<file path="config.mk">
export PLATFORM = sky130hd
export DESIGN_NAME = axi_fifo_bridge
export DESIGN_NICKNAME = d
export VERILOG_FILES = /design/src/rtl/bridge_pkg.sv /design/src/rtl/axi_fifo_bridge.sv /design/src/rtl/r_channel_reg.sv /design/src/rtl/beat_counter.sv /design/src/rtl/rd_ctrl_fsm.sv /design/src/rtl/wr_ctrl_fsm.sv
export SDC_FILE = /design/constraint.sdc
export NUM_CORES = 1
export LEC_CHECK = 0
export BUFFER_PORTS_ARGS = -buffer_cell sky130_fd_sc_hd__buf_2
export CAP_MARGIN = 15
export CORE_AREA = 3 3 245 247
export CTS_BUF_LIST = sky130_fd_sc_hd__clkbuf_4
export CTS_CLUSTER_DIAMETER = 50
export DETAILED_ROUTE_END_ITERATION = 7
export DIE_AREA = 0 0 248 250
export PLACE_DENSITY = 0.38
export SYNTH_ARGS = -nofsm -noshare
export SYNTH_HDL_FRONTEND = slang
export SYNTH_HIERARCHICAL = 1
export SYNTH_SLANG_ARGS = --single-unit
</file>
<file path="constraint.sdc">
create_clock -name s_axi_aclk -period 7.7 [get_ports s_axi_aclk]
set_input_delay 0.77 -clock s_axi_aclk [delete_from_list [all_inputs] [get_ports s_axi_aclk]]
set_output_delay 0.77 -clock s_axi_aclk [all_outputs]
set_load 0.005 [all_outputs]
</file>
<file path="src/rtl/bridge_pkg.sv">
`default_nettype none

package bridge_pkg;

    ////////////////////////////////////////////////////////////
    // Bus widths
    ////////////////////////////////////////////////////////////

    // AXI address, only the low 6 bits are decoded
    localparam int ADDR_W = 6;
    localparam int DATA_W = 128;
    localparam int ID_W   = 16;
    // AXI4 burst length field
    localparam int LEN_W  = 8;
    // Word count reported by the receive FIFO core
    localparam int CNT_W  = 10;

    ////////////////////////////////////////////////////////////
    // Address map and responses
    ////////////////////////////////////////////////////////////

    // FIFO data window for both directions
    localparam logic [ADDR_W-1:0] ADDR_FIFO = 6'h00;
    // Flush control on write, word count on read
    localparam logic [ADDR_W-1:0] ADDR_CTRL = 6'h10;

    localparam logic [1:0] RESP_OKAY   = 2'b00;
    localparam logic [1:0] RESP_SLVERR = 2'b10;

    ////////////////////////////////////////////////////////////
    // State and beat source encodings
    ////////////////////////////////////////////////////////////

    typedef enum logic [2:0] {
        WR_IDLE,
        WR_PUSH,
        WR_FLUSH,
        WR_DRAIN,
        WR_RESP
    } wr_state_e;

    typedef enum logic [1:0] {
        RD_IDLE,
        RD_BURST,
        RD_SINGLE
    } rd_state_e;

    // Where the payload of one R beat comes from
    typedef enum logic [1:0] {
        SRC_FIFO,
        SRC_COUNT,
        SRC_ERROR
    } beat_src_e;

endpackage

`default_nettype wire
</file>
<file path="src/rtl/axi_fifo_bridge.sv">
`default_nettype none

module axi_fifo_bridge import bridge_pkg::*; (
    input  wire                s_axi_aclk,
    input  wire                s_axi_aresetn,
    // Write address
    input  wire   [ADDR_W-1:0] s_axi_awaddr,
    input  wire   [ID_W-1:0]   s_axi_awid,
    input  wire                s_axi_awvalid,
    output logic               s_axi_awready,
    // Write data
    input  wire   [DATA_W-1:0] s_axi_wdata,
    input  wire                s_axi_wvalid,
    input  wire                s_axi_wlast,
    output logic               s_axi_wready,
    // Write response
    input  wire                s_axi_bready,
    output logic  [ID_W-1:0]   s_axi_bid,
    output logic  [1:0]        s_axi_bresp,
    output logic               s_axi_bvalid,
    // Read address
    input  wire   [ADDR_W-1:0] s_axi_araddr,
    input  wire   [ID_W-1:0]   s_axi_arid,
    input  wire   [LEN_W-1:0]  s_axi_arlen,
    input  wire                s_axi_arvalid,
    output logic               s_axi_arready,
    // Read data
    input  wire                s_axi_rready,
    output logic  [ID_W-1:0]   s_axi_rid,
    output logic  [DATA_W-1:0] s_axi_rdata,
    output logic  [1:0]        s_axi_rresp,
    output logic               s_axi_rlast,
    output logic               s_axi_rvalid,
    // Transmit FIFO core
    input  wire                rto_core_full,
    output logic               rto_core_write,
    output logic  [DATA_W-1:0] rto_core_fifo_din,
    output logic               rto_core_flush,
    // Receive FIFO core
    input  wire   [DATA_W-1:0] rti_core_fifo_dout,
    input  wire                rti_core_empty,
    input  wire   [CNT_W-1:0]  data_num,
    output logic               rti_core_flush,
    output logic               rti_core_rd_en
);

    ////////////////////////////////////////////////////////////
    // Read path handshakes
    ////////////////////////////////////////////////////////////

    // Beat requests from the read FSM to the R register
    logic              beat_load;
    beat_src_e         beat_src;
    logic [ID_W-1:0]   beat_id;
    logic              beat_last;
    // R register can take a new beat this cycle
    logic              slot_free;
    // Burst length bookkeeping
    logic              cnt_load;
    logic              cnt_last;

    ////////////////////////////////////////////////////////////
    // Write side
    ////////////////////////////////////////////////////////////

    wr_ctrl_fsm u_wr_ctrl (
        .s_axi_aclk        (s_axi_aclk),
        .s_axi_aresetn     (s_axi_aresetn),
        .s_axi_awaddr      (s_axi_awaddr),
        .s_axi_awid        (s_axi_awid),
        .s_axi_awvalid     (s_axi_awvalid),
        .s_axi_wdata       (s_axi_wdata),
        .s_axi_wvalid      (s_axi_wvalid),
        .s_axi_wlast       (s_axi_wlast),
        .s_axi_bready      (s_axi_bready),
        .rto_core_full     (rto_core_full),
        .s_axi_awready     (s_axi_awready),
        .s_axi_wready      (s_axi_wready),
        .s_axi_bid         (s_axi_bid),
        .s_axi_bresp       (s_axi_bresp),
        .s_axi_bvalid      (s_axi_bvalid),
        .rto_core_write    (rto_core_write),
        .rto_core_fifo_din (rto_core_fifo_din),
        .rto_core_flush    (rto_core_flush),
        .rti_core_flush    (rti_core_flush)
    );

    ////////////////////////////////////////////////////////////
    // Read side
    ////////////////////////////////////////////////////////////

    rd_ctrl_fsm u_rd_ctrl (
        .s_axi_aclk     (s_axi_aclk),
        .s_axi_aresetn  (s_axi_aresetn),
        .s_axi_araddr   (s_axi_araddr),
        .s_axi_arid     (s_axi_arid),
        .s_axi_arvalid  (s_axi_arvalid),
        .rti_core_empty (rti_core_empty),
        .slot_free      (slot_free),
        .cnt_last       (cnt_last),
        .s_axi_arready  (s_axi_arready),
        .cnt_load       (cnt_load),
        .beat_load      (beat_load),
        .beat_src       (beat_src),
        .beat_id        (beat_id),
        .beat_last      (beat_last),
        .rti_core_rd_en (rti_core_rd_en)
    );

    beat_counter u_beat_counter (
        .s_axi_aclk    (s_axi_aclk),
        .s_axi_aresetn (s_axi_aresetn),
        .cnt_load      (cnt_load),
        .s_axi_arlen   (s_axi_arlen),
        .beat_load     (beat_load),
        .cnt_last      (cnt_last)
    );

    // Output stage of the R channel
    r_channel_reg u_r_reg (
        .s_axi_aclk         (s_axi_aclk),
        .s_axi_aresetn      (s_axi_aresetn),
        .beat_load          (beat_load),
        .beat_src           (beat_src),
        .beat_id            (beat_id),
        .beat_last          (beat_last),
        .rti_core_fifo_dout (rti_core_fifo_dout),
        .data_num           (data_num),
        .s_axi_rready       (s_axi_rready),
        .slot_free          (slot_free),
        .s_axi_rid          (s_axi_rid),
        .s_axi_rdata        (s_axi_rdata),
        .s_axi_rresp        (s_axi_rresp),
        .s_axi_rlast        (s_axi_rlast),
        .s_axi_rvalid       (s_axi_rvalid)
    );

endmodule

`default_nettype wire

</file>
<file path="src/rtl/r_channel_reg.sv">
`default_nettype none

module r_channel_reg import bridge_pkg::*; (
    input  wire                s_axi_aclk,
    input  wire                s_axi_aresetn,
    input  wire                beat_load,
    input  beat_src_e          beat_src,
    input  wire   [ID_W-1:0]   beat_id,
    input  wire                beat_last,
    input  wire   [DATA_W-1:0] rti_core_fifo_dout,
    input  wire   [CNT_W-1:0]  data_num,
    input  wire                s_axi_rready,
    output logic               slot_free,
    output logic  [ID_W-1:0]   s_axi_rid,
    output logic  [DATA_W-1:0] s_axi_rdata,
    output logic  [1:0]        s_axi_rresp,
    output logic               s_axi_rlast,
    output logic               s_axi_rvalid
);

    // Empty, or the held beat leaves this cycle
    assign slot_free = !s_axi_rvalid || s_axi_rready;

    always_ff @(posedge s_axi_aclk) begin
        if (!s_axi_aresetn) begin
            s_axi_rvalid <= 1'b0;
        end else if (beat_load) begin
            s_axi_rvalid <= 1'b1;
        end else if (s_axi_rready) begin
            s_axi_rvalid <= 1'b0;
        end
    end

    ////////////////////////////////////////////////////////////
    // Beat payload
    ////////////////////////////////////////////////////////////

    always_ff @(posedge s_axi_aclk) begin
        if (beat_load) begin
            s_axi_rid   <= beat_id;
            s_axi_rlast <= beat_last;
            case (beat_src)
                SRC_FIFO: begin
                    s_axi_rdata <= rti_core_fifo_dout;
                    s_axi_rresp <= RESP_OKAY;
                end
                SRC_COUNT: begin
                    // Count zero-extended into the low bits
                    s_axi_rdata <= {{(DATA_W-CNT_W){1'b0}}, data_num};
                    s_axi_rresp <= RESP_OKAY;
                end
                default: begin
                    s_axi_rdata <= '0;
                    s_axi_rresp <= RESP_SLVERR;
                end
            endcase
        end
    end

    // Held beat must not change under back-pressure
    a_r_stable: assert property (
        @(posedge s_axi_aclk) disable iff (!s_axi_aresetn)
        s_axi_rvalid && !s_axi_rready |=>
            s_axi_rvalid && $stable(s_axi_rid) && $stable(s_axi_rdata) &&
            $stable(s_axi_rresp) && $stable(s_axi_rlast)
    );

endmodule

`default_nettype wire

</file>
<file path="src/rtl/beat_counter.sv">
`default_nettype none

module beat_counter import bridge_pkg::*; (
    input  wire               s_axi_aclk,
    input  wire               s_axi_aresetn,
    input  wire               cnt_load,
    input  wire   [LEN_W-1:0] s_axi_arlen,
    input  wire               beat_load,
    output logic              cnt_last
);

    // Beats still to load minus one
    logic [LEN_W-1:0] remain;

    always_ff @(posedge s_axi_aclk) begin
        if (!s_axi_aresetn) begin
            remain <= '0;
        end else if (cnt_load) begin
            remain <= s_axi_arlen;
        end else if (beat_load && !cnt_last) begin
            remain <= remain - 1'b1;
        end
    end

    // One beat left
    assign cnt_last = (remain == '0);

    // No further beat requested once the final one is loaded
    a_no_underflow: assert property (
        @(posedge s_axi_aclk) disable iff (!s_axi_aresetn)
        beat_load && cnt_last |=> !beat_load
    );

endmodule

`default_nettype wire

</file>
<file path="src/rtl/rd_ctrl_fsm.sv">
`default_nettype none

module rd_ctrl_fsm import bridge_pkg::*; (
    input  wire                s_axi_aclk,
    input  wire                s_axi_aresetn,
    input  wire   [ADDR_W-1:0] s_axi_araddr,
    input  wire   [ID_W-1:0]   s_axi_arid,
    input  wire                s_axi_arvalid,
    input  wire                rti_core_empty,
    input  wire                slot_free,
    input  wire                cnt_last,
    output logic               s_axi_arready,
    output logic               cnt_load,
    output logic               beat_load,
    output beat_src_e          beat_src,
    output logic  [ID_W-1:0]   beat_id,
    output logic               beat_last,
    output logic               rti_core_rd_en
);

    rd_state_e state;
    // Source of the one beat in RD_SINGLE
    beat_src_e single_src;

    logic ar_fire;

    ////////////////////////////////////////////////////////////
    // Address channel
    ////////////////////////////////////////////////////////////

    assign s_axi_arready = (state == RD_IDLE);
    assign ar_fire       = s_axi_arvalid && s_axi_arready;
    // Length loaded on every request
    // Single beats then count down from arlen as well
    assign cnt_load      = ar_fire;

    always_ff @(posedge s_axi_aclk) begin
        if (!s_axi_aresetn) begin
            state <= RD_IDLE;
        end else begin
            case (state)
                RD_IDLE: begin
                    if (ar_fire) begin
                        state <= (s_axi_araddr == ADDR_FIFO) ? RD_BURST : RD_SINGLE;
                    end
                end
                RD_BURST: begin
                    // Leave once the final beat is in the R register
                    if (beat_load && cnt_last) begin
                        state <= RD_IDLE;
                    end
                end
                RD_SINGLE: begin
                    if (beat_load) begin
                        state <= RD_IDLE;
                    end
                end
                default: begin
                    state <= RD_IDLE;
                end
            endcase
        end
    end

    // Request fields kept for the whole burst
    always_ff @(posedge s_axi_aclk) begin
        if (ar_fire) begin
            beat_id    <= s_axi_arid;
            single_src <= (s_axi_araddr == ADDR_CTRL) ? SRC_COUNT : SRC_ERROR;
        end
    end

    ////////////////////////////////////////////////////////////
    // Beat issue
    ////////////////////////////////////////////////////////////

    always_comb begin
        beat_load = 1'b0;
        beat_src  = SRC_ERROR;
        beat_last = 1'b0;
        case (state)
            RD_BURST: begin
                beat_load = slot_free;
                // Empty receive FIFO gives an error beat
                beat_src  = rti_core_empty ? SRC_ERROR : SRC_FIFO;
                beat_last = cnt_last;
            end
            RD_SINGLE: begin
                beat_load = slot_free;
                beat_src  = single_src;
                beat_last = 1'b1;
            end
            default: begin
                beat_load = 1'b0;
            end
        endcase
    end

    // Pop in the cycle the FWFT word is captured
    assign rti_core_rd_en = beat_load && (beat_src == SRC_FIFO);

    a_no_pop_when_empty: assert property (
        @(posedge s_axi_aclk) disable iff (!s_axi_aresetn)
        rti_core_rd_en |-> !rti_core_empty
    );

endmodule

`default_nettype wire

</file>
<file path="src/rtl/wr_ctrl_fsm.sv">
`default_nettype none

module wr_ctrl_fsm import bridge_pkg::*; (
    input  wire                s_axi_aclk,
    input  wire                s_axi_aresetn,
    input  wire   [ADDR_W-1:0] s_axi_awaddr,
    input  wire   [ID_W-1:0]   s_axi_awid,
    input  wire                s_axi_awvalid,
    input  wire   [DATA_W-1:0] s_axi_wdata,
    input  wire                s_axi_wvalid,
    input  wire                s_axi_wlast,
    input  wire                s_axi_bready,
    input  wire                rto_core_full,
    output logic               s_axi_awready,
    output logic               s_axi_wready,
    output logic  [ID_W-1:0]   s_axi_bid,
    output logic  [1:0]        s_axi_bresp,
    output logic               s_axi_bvalid,
    output logic               rto_core_write,
    output logic  [DATA_W-1:0] rto_core_fifo_din,
    output logic               rto_core_flush,
    output logic               rti_core_flush
);

    wr_state_e state;
    // Burst type picked from the write address
    wr_state_e aw_target;

    logic aw_fire;
    logic w_fire;
    logic push_fire;
    logic flush_fire;

    ////////////////////////////////////////////////////////////
    // Handshakes
    ////////////////////////////////////////////////////////////

    // New address only taken between bursts
    assign s_axi_awready = (state == WR_IDLE);
    // Push stalls on a full transmit FIFO
    // Flush and drain beats are always taken
    assign s_axi_wready  = ((state == WR_PUSH) && !rto_core_full) ||
                           (state == WR_FLUSH) || (state == WR_DRAIN);
    // Response held for the whole WR_RESP state
    assign s_axi_bvalid  = (state == WR_RESP);

    assign aw_fire    = s_axi_awvalid && s_axi_awready;
    assign w_fire     = s_axi_wvalid && s_axi_wready;
    assign push_fire  = w_fire && (state == WR_PUSH);
    assign flush_fire = w_fire && (state == WR_FLUSH);

    // Address decode
    always_comb begin
        if (s_axi_awaddr == ADDR_FIFO) begin
            aw_target = WR_PUSH;
        end else if (s_axi_awaddr == ADDR_CTRL) begin
            aw_target = WR_FLUSH;
        end else begin
            aw_target = WR_DRAIN;
        end
    end

    ////////////////////////////////////////////////////////////
    // State and core strobes
    ////////////////////////////////////////////////////////////

    always_ff @(posedge s_axi_aclk) begin
        if (!s_axi_aresetn) begin
            state          <= WR_IDLE;
            rto_core_write <= 1'b0;
            rto_core_flush <= 1'b0;
            rti_core_flush <= 1'b0;
        end else begin
            // One-cycle strobes after each accepted beat
            rto_core_write <= push_fire;
            rto_core_flush <= flush_fire && s_axi_wdata[0];
            rti_core_flush <= flush_fire && s_axi_wdata[1];

            case (state)
                WR_IDLE: begin
                    if (aw_fire) begin
                        state <= aw_target;
                    end
                end
                WR_PUSH, WR_FLUSH, WR_DRAIN: begin
                    // Burst ends on wlast, awlen is not tracked
                    if (w_fire && s_axi_wlast) begin
                        state <= WR_RESP;
                    end
                end
                WR_RESP: begin
                    if (s_axi_bready) begin
                        state <= WR_IDLE;
                    end
                end
                default: begin
                    state <= WR_IDLE;
                end
            endcase
        end
    end

    ////////////////////////////////////////////////////////////
    // Payload registers
    ////////////////////////////////////////////////////////////

    always_ff @(posedge s_axi_aclk) begin
        // ID and response code fixed at address time
        if (aw_fire) begin
            s_axi_bid   <= s_axi_awid;
            s_axi_bresp <= (aw_target == WR_DRAIN) ? RESP_SLVERR : RESP_OKAY;
        end
        // Data lines up with the registered write strobe
        if (push_fire) begin
            rto_core_fifo_din <= s_axi_wdata;
        end
    end

    // Full flag seen one cycle earlier blocks the write strobe
    a_no_write_after_full: assert property (
        @(posedge s_axi_aclk) disable iff (!s_axi_aresetn)
        rto_core_full |=> !rto_core_write
    );

    // Response stays up until the master takes it
    a_bvalid_hold: assert property (
        @(posedge s_axi_aclk) disable iff (!s_axi_aresetn)
        s_axi_bvalid && !s_axi_bready |=> s_axi_bvalid
    );

endmodule

`default_nettype wire

</file>
==> impl_metrics.ini <==
[timing]
finalWorstSetupSlack_ns = 4.47
tightestPinTransition_ns = 1.02
drv_slew = 0
hold_ws_ns = 0.159
fmax_mhz = 310
rsz0062_at_grt = no
tns_ns = 0
finalSetupViolCount = 0
fin_crit_ns = 3.23
clock_skew_ns = 0.0396
maxSlewHeadroom_pct = 32.0
fin_crit_sh_pct = 41.9
hold_viol_final = 0

[setup_path]
crit_path_start_kind = flip-flop
cp_slowest_cell = and2_4
slowest_delay_ns = 0.54
worst-path-max-fanout = 43
crit_chain = inv_1 -> ha_1 -> and2_4 -> nor3b_1 -> buf_2
critical_path_arrival_ns = 2.46
crit_type = flip-flop to primary output
critPathTopFamily = simple AND/OR/NAND/NOR gates
cp_num_buf_inv = 2
crit_path_end_kind = primary output
crit_required_ns = 6.93

[clocking]
cts_hold_buf = 78
path_clk_slew_ns = 0.06
clkLatencyLatePin_ns = 0.80
cts_setup_buffers = 0
numCtsBuffers = 96
cts_tree = yes
cts.sinks = 326
cts-root-buf = clkbuf_4
cts_resized = 0
clock_path_buffers = 3
h-tree-depth = 3

[route]
routed_wl_mm = 41.7
antenna_left = 0
avgViaCountPerCell = 3.71
drtPass1Iterations = 4
dr.first_iter.drc_count = 332
post_drt_wl_per_cell_um = 18.6
drc_errors = 0
vias = 8279

[place]
dp.cells = 1975
post-place-ws_ns = 4.15
hpwl_mm = 32.0
placed_area_sq_um = 15400
port_buffers = 627
place.gp.congestion = 0.770

[logic_synthesis]
ys_ff_latch = 326
syn_nets = 929
yosys-top-cells-count = edfxtp_1, and2_1, dfxtp_1
synth_area_leader_cell = edfxtp_1
synth_area_sq_um = 11400
synth_area_leaders = edfxtp_1, and2_1, dfxtp_1
ys_dominant_reg_cell = edfxtp_1
synth_edf_count = 309
synth_most_common_cell = edfxtp_1
yosysSeqAreaShare_pct = 84.6
async_flop_share_pct = 0
postSynthCellCount = 596
yosysWarnings = 6
synth_top_cell_area_share_pct = 81.6
syn_area_per_cell_sq_um = 19.1
synth.distinct_cells = 49

[floorplanning]
core-area_sq_um = 57800
row_count = 88
start_util_pct = 19.7
die_area_sq_um = 62000
die_w_um = 248
io_pins = 630
fp.dieH_um = 250

[finish]
nets = 1719
final_util_pct = 30.2
design_area_sq_um = 17500
n_fill_cell = 6043
stdcell_count = 2234
drive_above_1_share_pct = 54.1
area_growth_pct = 53.4

[global_route]
track_usage_pct = 12.8
grt_pass1_wl_mm = 57.3
antenna_found_initial = 15
grt_pass1_vias = 8662
grt_start_max_net_pins = 114
grt-ovfl-total = 0

[run_status]
status = complete, no violations

[run]
max-cap-violations = 0

[power]
power_density_nw_per_um2 = 251
p_leak_nw = 7.29
peakVddDrop_uv = 152
p_total_mw = 4.38

[hold_path]
hold_path.class = primary input to flip-flop
-- routing by layer --
metal	wire (um)	GRT usage (%)	vias to the layer above	share of wire, %
met2	21700	22.8	431	52
met5	34	0	-	0.082
li1	-	-	3870	-
met3	4590	6.20	83	11
met1	14200	12.6	3889	34
met4	1160	5.47	6	2.8
-- power by group --
part | internal [mW] | total (mW) | leakage, nW | switching (mW)
Sequential | 2.13 | 2.18 | 3.04 | 0.0454
Combinational | 0.237 | 0.530 | 3.53 | 0.293
Clock | 0.894 | 1.67 | 0.723 | 0.774
Total | 3.27 | 4.38 | 7.29 | 1.11
-- layout by cell type, fill, tap and decap left out, drive strengths merged, types with 4 or more instances in the layout --
| master | synthesis | layout |
|---|---|---|
| a21oi | 6 | 6 |
| o21ai | 6 | 6 |
| nand2 | 10 | 10 |
| nor2 | 16 | 16 |
| inv | 11 | 13 |
| clkinv | 0 | 33 |
| dfxtp | 17 | 17 |
| ha | 5 | 5 |
| nand2b | 4 | 4 |
| mux2i | 12 | 12 |
| diode | 0 | 10 |
| buf | 7 | 633 |
| nor3b | 4 | 4 |
| and2 | 128 | 128 |
| or4 | 5 | 5 |
| edfxtp | 309 | 309 |
| dlygate4sd3 | 0 | 78 |
| clkbuf | 12 | 131 |
-- cells by family after synthesis --
family	synth area share, %
flops	84.6
simple gates	10.2
buf+inv	1.39
compound gates	1.86
mux	1.15
fa+ha+maj	0.550
xor+xnor	0.231
other cells	0.0660
-- flip-flops by register name, indices dropped and copies added (netlist names) --
name and flops:
u_wr_ctrl/s_axi_bid 16, u_rd_ctrl/single_src 2, u_wr_ctrl/rti_core_flush 1, u_wr_ctrl/rto_core_fifo_din 128
u_r_reg/s_axi_rdata 128, u_r_reg/s_axi_rlast 1, u_rd_ctrl/beat_id 16, u_wr_ctrl/s_axi_bresp 1
u_wr_ctrl/rto_core_flush 1, u_beat_counter/remain 8, u_r_reg/s_axi_rresp 1, u_r_reg/s_axi_rid 16
u_rd_ctrl/state 2, u_wr_ctrl/state 3, u_r_reg/s_axi_rvalid 1, u_wr_ctrl/rto_core_write 1
-- path summary, 6_finish.rpt --
path / start / to / slack, ns / depth (start not counted)
max: u_rd_ctrl/state[0] / rti_core_rd_en / 4.47 / 5
min: s_axi_wdata[10] / u_wr_ctrl/rto_core_fifo_din[10] / 0.16 / 1
max reg2reg: u_rd_ctrl/state[0] / u_r_reg/s_axi_rdata[75] / 4.48 / 5
min reg2reg: u_rd_ctrl/beat_id[6] / u_r_reg/s_axi_rid[6] / 0.39 / 0
-- area by class of cell --
cell class	instances	area, sq um	area share [%]
multi-input cells	240	1600	9.18
well taps	765	957	5.48
diodes	10	25.0	0.143
flip-flops and latches	326	9620	55.1
repair buffers	711	3960	22.7
inverters	11	41.3	0.237
clock buffers	131	983	5.64
clock inverters	40	259	1.48
-- worst reg2reg max path, stage by stage (launching register included) --
cell	delay, ns
dfxtp_1	0.35
inv_1	0.08
ha_1	0.32
and2_4	0.54
buf_4	0.57
buf_4	0.91
(Power assumes the default switching activity.)
